==> config.mk <==
export PLATFORM = sky130hd
export DESIGN_NAME = select_branch_top
export DESIGN_NICKNAME = d
export VERILOG_FILES = /design/src/design/dfp_pkg.sv /design/src/design/tehb_slot.sv /design/src/design/oehb_slot.sv /design/src/design/mux_stage.sv /design/src/design/branch_stage.sv /design/src/design/select_branch_top.sv
export SDC_FILE = /design/constraint.sdc
export NUM_CORES = 1
export LEC_CHECK = 0
export ABC_AREA = 1
export CORE_ASPECT_RATIO = 1.1
export CORE_UTILIZATION = 38
export DETAILED_ROUTE_END_ITERATION = 16
export DONT_BUFFER_PORTS = 1
export GPL_ROUTABILITY_DRIVEN = 0
export GPL_TIMING_DRIVEN = 0
export PLACE_DENSITY = 0.5
export RECOVER_POWER = 50
export SLEW_MARGIN = 25
export SYNTH_ARGS = -nofsm -noshare
export SYNTH_HDL_FRONTEND = slang
export SYNTH_SLANG_ARGS = --single-unit
==> constraint.sdc <==
create_clock -name clk -period 3.36 [get_ports clk]
set_input_delay 0 -clock clk [delete_from_list [all_inputs] [get_ports clk]]
set_output_delay 0 -clock clk [all_outputs]
set_load 0.02 [all_outputs]
==> src/design/dfp_pkg.sv <==
// dataflow pipeline package
// token width default and the select and route encodings

package dfp_pkg;

	// ------------------------------------------------------------------------
	// token width
	// ------------------------------------------------------------------------

	// default payload width for every stage
	localparam int data_w_default = 32;

	// ------------------------------------------------------------------------
	// control token encodings
	// ------------------------------------------------------------------------

	// which data input the mux takes
	typedef enum logic {
		sel_in0 = 1'b0,
		sel_in1 = 1'b1
	} sel_e;

	// which output the branch drives
	typedef enum logic {
		route_f = 1'b0,
		route_t = 1'b1
	} route_e;

endpackage

==> src/design/tehb_slot.sv <==
// transparent elastic slot
// passes tokens through with no latency, parks one token while downstream stalls

`timescale 1ns/1ps

module tehb_slot #(
	parameter int data_w = dfp_pkg::data_w_default
) (
	input  logic              clk,
	input  logic              rst,

	input  logic [data_w-1:0] in_data,
	input  logic              in_valid,
	output logic              in_ready,

	output logic [data_w-1:0] out_data,
	output logic              out_valid,
	input  logic              out_ready
);

	logic              full;
	logic [data_w-1:0] hold_data;
	logic              capture;

	// parked token has priority over the bypass path
	assign out_valid = in_valid | full;
	assign out_data  = full ? hold_data : in_data;

	// ready comes straight from a flop, so no comb path back upstream
	assign in_ready = ~full;

	// catch the incoming token when it cannot go straight through
	assign capture = in_valid & ~full & ~out_ready;

	always_ff @(posedge clk or posedge rst) begin
		if (rst) begin
			full <= 1'b0;
		end else begin
			// stays full until the parked token is taken
			full <= out_valid & ~out_ready;
		end
	end

	always_ff @(posedge clk) begin
		if (capture) begin
			hold_data <= in_data;
		end
	end

endmodule

==> src/design/oehb_slot.sv <==
// opaque elastic slot
// registers every accepted token, one cycle latency at full throughput

`timescale 1ns/1ps

module oehb_slot #(
	parameter int data_w = dfp_pkg::data_w_default
) (
	input  logic              clk,
	input  logic              rst,

	input  logic [data_w-1:0] in_data,
	input  logic              in_valid,
	output logic              in_ready,

	output logic [data_w-1:0] out_data,
	output logic              out_valid,
	input  logic              out_ready
);

	logic              valid_q;
	logic [data_w-1:0] data_q;
	logic              load;

	// empty, or the held token leaves this cycle
	assign in_ready = ~valid_q | out_ready;
	assign load     = in_valid & in_ready;

	assign out_valid = valid_q;
	assign out_data  = data_q;

	always_ff @(posedge clk or posedge rst) begin
		if (rst) begin
			valid_q <= 1'b0;
		end else begin
			// new token arrives, or the old one is still stuck
			valid_q <= in_valid | ~in_ready;
		end
	end

	always_ff @(posedge clk) begin
		if (load) begin
			data_q <= in_data;
		end
	end

endmodule

==> src/design/mux_stage.sv <==
// select mux stage
// joins a select token with the data input it names, result goes into a tehb slot

`timescale 1ns/1ps

module mux_stage #(
	parameter int data_w = dfp_pkg::data_w_default
) (
	input  logic              clk,
	input  logic              rst,

	input  logic [data_w-1:0] in0_data,
	input  logic              in0_valid,
	output logic              in0_ready,

	input  logic [data_w-1:0] in1_data,
	input  logic              in1_valid,
	output logic              in1_ready,

	input  dfp_pkg::sel_e     sel_data,
	input  logic              sel_valid,
	output logic              sel_ready,

	output logic [data_w-1:0] out_data,
	output logic              out_valid,
	input  logic              out_ready
);

	import dfp_pkg::*;

	logic [data_w-1:0] mux_data;
	logic              mux_valid;
	logic              mux_ready;
	logic              pick_in1;
	logic              chosen_valid;
	logic              take;

	// ------------------------------------------------------------------------
	// join of select and chosen input
	// ------------------------------------------------------------------------

	assign pick_in1     = (sel_data == sel_in1);
	assign chosen_valid = pick_in1 ? in1_valid : in0_valid;

	assign mux_valid = sel_valid & chosen_valid;
	assign mux_data  = pick_in1 ? in1_data : in0_data;

	// both tokens move together, only when the slot takes the result
	assign take = mux_valid & mux_ready;

	// the input that is not named keeps waiting
	assign sel_ready = take;
	assign in0_ready = take & ~pick_in1;
	assign in1_ready = take & pick_in1;

	// ------------------------------------------------------------------------
	// output slot
	// ------------------------------------------------------------------------

	tehb_slot #(
		.data_w(data_w)
	) u_tehb (
		.clk      (clk),
		.rst      (rst),
		.in_data  (mux_data),
		.in_valid (mux_valid),
		.in_ready (mux_ready),
		.out_data (out_data),
		.out_valid(out_valid),
		.out_ready(out_ready)
	);

endmodule

==> src/design/branch_stage.sv <==
// branch stage
// joins a data token with a route token and steers it to out_t or out_f

`timescale 1ns/1ps

module branch_stage #(
	parameter int data_w = dfp_pkg::data_w_default
) (
	input  logic              in_valid,
	input  logic [data_w-1:0] in_data,
	output logic              in_ready,

	input  dfp_pkg::route_e   route_data,
	input  logic              route_valid,
	output logic              route_ready,

	output logic [data_w-1:0] out_t_data,
	output logic              out_t_valid,
	input  logic              out_t_ready,

	output logic [data_w-1:0] out_f_data,
	output logic              out_f_valid,
	input  logic              out_f_ready
);

	import dfp_pkg::*;

	logic go_t;
	logic join_valid;
	logic join_ready;
	logic fire;

	// ------------------------------------------------------------------------
	// join of data and route
	// ------------------------------------------------------------------------

	assign join_valid = in_valid & route_valid;
	assign fire       = join_valid & join_ready;

	// an idle side reports ready, a waiting side only on transfer
	assign in_ready    = ~in_valid | fire;
	assign route_ready = ~route_valid | fire;

	// ------------------------------------------------------------------------
	// steering
	// ------------------------------------------------------------------------

	assign go_t = (route_data == route_t);

	assign out_t_valid = join_valid & go_t;
	assign out_f_valid = join_valid & ~go_t;

	// only the named output can hold the join back
	assign join_ready = go_t ? out_t_ready : out_f_ready;

	// payload goes to both, valid decides who sees it
	assign out_t_data = in_data;
	assign out_f_data = in_data;

endmodule

==> src/design/select_branch_top.sv <==
// select and branch pipeline top
// mux with tehb, then an oehb register, then the route branch

`timescale 1ns/1ps

module select_branch_top #(
	parameter int data_w = dfp_pkg::data_w_default
) (
	input  logic              clk,
	input  logic              rst,

	input  logic [data_w-1:0] in0_data,
	input  logic              in0_valid,
	output logic              in0_ready,

	input  logic [data_w-1:0] in1_data,
	input  logic              in1_valid,
	output logic              in1_ready,

	input  dfp_pkg::sel_e     sel_data,
	input  logic              sel_valid,
	output logic              sel_ready,

	input  dfp_pkg::route_e   route_data,
	input  logic              route_valid,
	output logic              route_ready,

	output logic [data_w-1:0] out_t_data,
	output logic              out_t_valid,
	input  logic              out_t_ready,

	output logic [data_w-1:0] out_f_data,
	output logic              out_f_valid,
	input  logic              out_f_ready
);

	// tehb to oehb
	logic [data_w-1:0] buf_data;
	logic              buf_valid;
	logic              buf_ready;

	// oehb to branch
	logic [data_w-1:0] reg_data;
	logic              reg_valid;
	logic              reg_ready;

	mux_stage #(
		.data_w(data_w)
	) u_mux (
		.clk      (clk),
		.rst      (rst),
		.in0_data (in0_data),
		.in0_valid(in0_valid),
		.in0_ready(in0_ready),
		.in1_data (in1_data),
		.in1_valid(in1_valid),
		.in1_ready(in1_ready),
		.sel_data (sel_data),
		.sel_valid(sel_valid),
		.sel_ready(sel_ready),
		.out_data (buf_data),
		.out_valid(buf_valid),
		.out_ready(buf_ready)
	);

	// breaks the forward path between mux and branch
	oehb_slot #(
		.data_w(data_w)
	) u_oehb (
		.clk      (clk),
		.rst      (rst),
		.in_data  (buf_data),
		.in_valid (buf_valid),
		.in_ready (buf_ready),
		.out_data (reg_data),
		.out_valid(reg_valid),
		.out_ready(reg_ready)
	);

	branch_stage #(
		.data_w(data_w)
	) u_branch (
		.in_valid   (reg_valid),
		.in_data    (reg_data),
		.in_ready   (reg_ready),
		.route_data (route_data),
		.route_valid(route_valid),
		.route_ready(route_ready),
		.out_t_data (out_t_data),
		.out_t_valid(out_t_valid),
		.out_t_ready(out_t_ready),
		.out_f_data (out_f_data),
		.out_f_valid(out_f_valid),
		.out_f_ready(out_f_ready)
	);

endmodule

# --- After elaboration in Yosys (flattened, before gate mapping) ---
# Index checks and enable logic that the tools add are counted.
word_totals:
  ff_bits: 66
  inputBits: 74
  output_inout_bits: 70
  wordCells: 30
classes:
  muxes: 4
  bitwise: 22
ops:
  columns: ["cell", "count"]
  rows:
  - ["$mux 32", 2]
  - ["$and 1x1->1", 11]
  - ["$not 1->1", 6]
  - ["$or 1x1->1", 5]
  - ["$mux 1", 2]

# --- Longest topological paths before layout ---
logic_depth:
  depth_word: 6
  depth_mapped: 7
  ltp_nobuf: 6

# --- Modules after synthesis ---
# From an unflattened synthesis, not the netlist that was laid out.
hier_totals:
  hier_cells: 369
  hier_area_um2: 3547.2
by_module_without_submodules:
  columns: ["mod", "n_inst", "cells_each", "area_per_inst_um2", "seq_area_each_um2"]
  rows:
  - ["tehb_slot", 1, 143, 1506.4, 985.9]
  - ["oehb_slot", 1, 39, 1009.7, 985.9]
  - ["branch_stage", 1, 75, 521.8, 0.0]
  - ["mux_stage", 1, 112, 509.2, 0.0]

# --- Worst setup path before layout ---
# Ideal clock, no wire load.
synth_path:
  path_kind: "register -> register"
  start: "reg u_mux.u_tehb.full"
  end: "reg u_mux.u_tehb.hold_data[0], enable pin"
  setup_time_ns: 0.421
  t_arrival_ns: 2.045
  required_ns: 2.939
  setup_slack_ns: 0.894
  stages_incl_launch_ff: 5
  path_buffers: 1
  synth_period_minus_slack_ns: 2.466
  cell_sequence: "dfrtp_1 > inv_2 > buf_6 > nand3_2 > nor2_1"
synth_via:
  elab_chain_cells: 3
synth_lines:
  columns: ["element", "line", "source"]
  rows:
  - ["start, declared", "tehb_slot.sv:21", "logic full;"]
  - ["start signal, assigned", "tehb_slot.sv:40", "full <= out_valid & ~out_ready;"]
  - ["$not 1->1", "tehb_slot.sv:33", "assign capture = in_valid & ~full & ~out_ready;"]
  - ["$and 1x1->1 (2 in a row)", "tehb_slot.sv:33", null]
  - ["via u_mux.u_tehb.capture", "tehb_slot.sv:23", "logic capture;"]
  - ["end signal, assigned", "tehb_slot.sv:46", "hold_data <= in_data;"]
  - ["end, declared", "tehb_slot.sv:22", "logic [data_w-1:0] hold_data;"]
# The timed path passes the listed nets, and every way through them passes these cells.
# A chain may end at the register's enable or synchronous reset.

# --- Final worst setup path ---
layout_path:
  start: "reg u_mux.u_tehb.full"
  end: "reg u_mux.u_tehb.hold_data[13], enable pin"
# The elaborated chain is that of the path after synthesis.

==> results.txt <==
Sink Count: 66
Setup_tns: 0 ns
Area grow syn2layout: 37.6%
N_diodes: 0
Flops & latches, synth: 66
CTS tree: yes
Clk Tree Root Cell: clkbuf_8
Total grt overflow: 0
Crit path cell chain: inv_1 -> clkbuf_1 -> nand3_2 -> nor2_4 -> buf_16
CTS H-Tree Depth: 3
Hold slack: 0.0788 ns
Power Dens Cells: 599 nW/µm²
Area after DPL: 3360 µm²
First-pass GRT wire length: 12400 µm
Iter 0 DRT Violations: 93
Kind of critical path: flip-flop to flip-flop
Die Y: 98.0 µm
Clock Tree Buf Depth: 2
Pin count of the biggest net entering global routing: 33
Fin cells: 531
CP max stage cell: nor2_4
Vias in the first global route: 2682
Clock slew at reported path FFs: 0.06 ns
Measured slew at the worst slew-check pin: 0.760 ns
Syn nets: 380
Area of the multi-input gates: 790 µm²
Die area: 8750 µm²
HP Class: input port to flip-flop
Final Skew: 0.0112 ns
Tot Pwr: 2.63 mW
Worst VDD drop: 0.329 mV
RSZ-0062 raised after global routing: false
Required @ worst endpoint: 3.39 ns
Mean Syn Cell Area: 10.4 µm²
Min Tclk post-route: 2.21 ns
# DRC: 0
Final hold vios: 0
Core Area: 8000 µm²
Via density: 4.77
Post-Route WL: 7820 µm
Final worst slack: 1.15 ns
Leakage Power: 1.76 nW
Fillers: 784
Mapped Cells: 306
CP endpoint kind: flip-flop
Nets: 492
Max-slew violation count: 0
Clock Latency Late Sink: 0.33 ns
Initial core utilization: 39.8%
Storage element area: 1970 µm²
CP max FO: 18
Unique masters post-synth: 15
Max-cap check violation count: 0
Final setup viols: 0
Worst slack, placed: 1.49 ns
Top Ports: 144
# placed instances: 415
Die X: 89.3 µm
Pre-Repair DR Iteration Count: 4
Final Util: 54.8%
GRT Util Overall: 19.0%
Avg WL per Cell: 14.7 µm
Critical path data arrival time: 2.24 ns
Post-synthesis sequential area ratio: 61.9%
Final worst-path cycle share: 65.8%
Final antenna-violating net count: 0
Row count: 34
Synthesis Warnings: 0
Detailed-route via count: 2534
Post_cts resized: 0
Final non-filler cell area: 4380 µm²
Post-DP HPWL: 4640 µm
Slew Limit Headroom: 49.3%
Layout cells sized above 1: 6.62%
# port buffers: 0
Worst path max stage delay: 0.52 ns
Mapped cell area: 3190 µm²
TritonCTS Buffers: 9
Status: finished clean
Antenna violations before repair: 0
Startpoint Class: flip-flop
Achievable Freq: 452 MHz
==> path summary, 6_finish.rpt <==
path                            cells past startpoint  slack [ns]                            startpoint                              endpoint
worst max-delay path                                5        1.15           u_mux.u_tehb.full$_DFF_PP0_  u_mux.u_tehb.hold_data[13]$_DFFE_PP_
worst min-delay path                                4        0.08                            route_data            u_oehb.out_valid$_DFF_PP0_
worst max register to register                      5        1.15           u_mux.u_tehb.full$_DFF_PP0_  u_mux.u_tehb.hold_data[13]$_DFFE_PP_
worst min register to register                      2        0.59  u_mux.u_tehb.hold_data[23]$_DFFE_PP_         u_oehb.out_data[23]$_DFFE_PP_
max in group asynchronous                           3        2.73                                   rst            u_oehb.out_valid$_DFF_PP0_
min in group asynchronous                           3        0.51                                   rst           u_mux.u_tehb.full$_DFF_PP0_
==> Yosys cell counts <==
library cell / count / area share, %
inv_6: 1 / 0.27
inv_1: 9 / 1.1
nand2_2: 2 / 0.39
nand3_1: 2 / 0.31
dfrtp_1: 2 / 1.6
buf_6: 12 / 4.2
nor2_1: 38 / 4.5
a31oi_1: 32 / 6.3
edfxtp_1: 64 / 60
nand3_2: 1 / 0.31
buf_4: 32 / 7.5
nand2_1: 107 / 13
buf_2: 2 / 0.31
inv_2: 1 / 0.12
a21oi_1: 1 / 0.16
==> cell type report <==
cell class | count | area share, %
plain buffers | 46 | 5.37
multi-input cells | 183 | 18.0
clock buffers | 12 | 3.08
flip-flops and latches | 66 | 45.0
inverters | 11 | 1.06
well taps | 108 | 3.08
repair buffers | 101 | 23.5
clock inverters | 4 | 0.970
==> cells by family after synthesis <==
family          Yosys count  share of synthesized area, %
buf+inv                  57                          13.6
simple gates            150                          18.1
compound gates           33                          6.44
flops                    66                          61.9
==> power by group <==
part / switching, mW / total, mW / internal [mW]
combinational: 0.459 / 0.711 / 0.252
sequential: 0.169 / 1.29 / 1.12
clock: 0.290 / 0.628 / 0.338
==> placed cells by master, fill, tap and decap left out <==
cell / n
a21oi_1: 1
a31oi_1: 32
buf_16: 1
buf_2: 2
buf_6: 8
bufinv_16: 1
clkbuf_1: 39
clkbuf_8: 9
clkinv_1: 2
clkinv_2: 1
dfrtp_1: 2
dlygate4sd3_1: 100
edfxtp_1: 64
inv_1: 9
inv_2: 1
inv_6: 1
nand2_1: 107
nand2_2: 2
nand3_1: 2
nand3_2: 1
nor2_1: 37
nor2_4: 1
==> timing repair <==
item / CTS / global route
endpoints found under the hold margin: 68 / 0
buffers inserted: 0 / 0
hold buffers: 100 / 0
==> sequential cells by signal (all words and copies together), names as in the netlist <==
register,flops
u_mux.u_tehb.full,1
u_oehb.out_data,32
u_oehb.out_valid,1
u_mux.u_tehb.hold_data,32
==> critical path, delay by kind of cell, from the launching register on <==
kind | cells | cell delay [ns]
DFF | 1 | 0.40
and+or+nand+nor | 2 | 0.77
buffers and inverters | 3 | 0.74
==> routing by layer <==
layer  up-vias  share of wire [%]  routed length (µm)  track usage, %
met5         -                  0                   0               0
met4         0               0.54                  42            6.59
met3         2                5.0                 395            5.16
met2        91                 53                4120            32.6
met1      1211                 42                3270            22.7
li1       1230                  -                   -               -
Power figures use the tool's default switching activity.
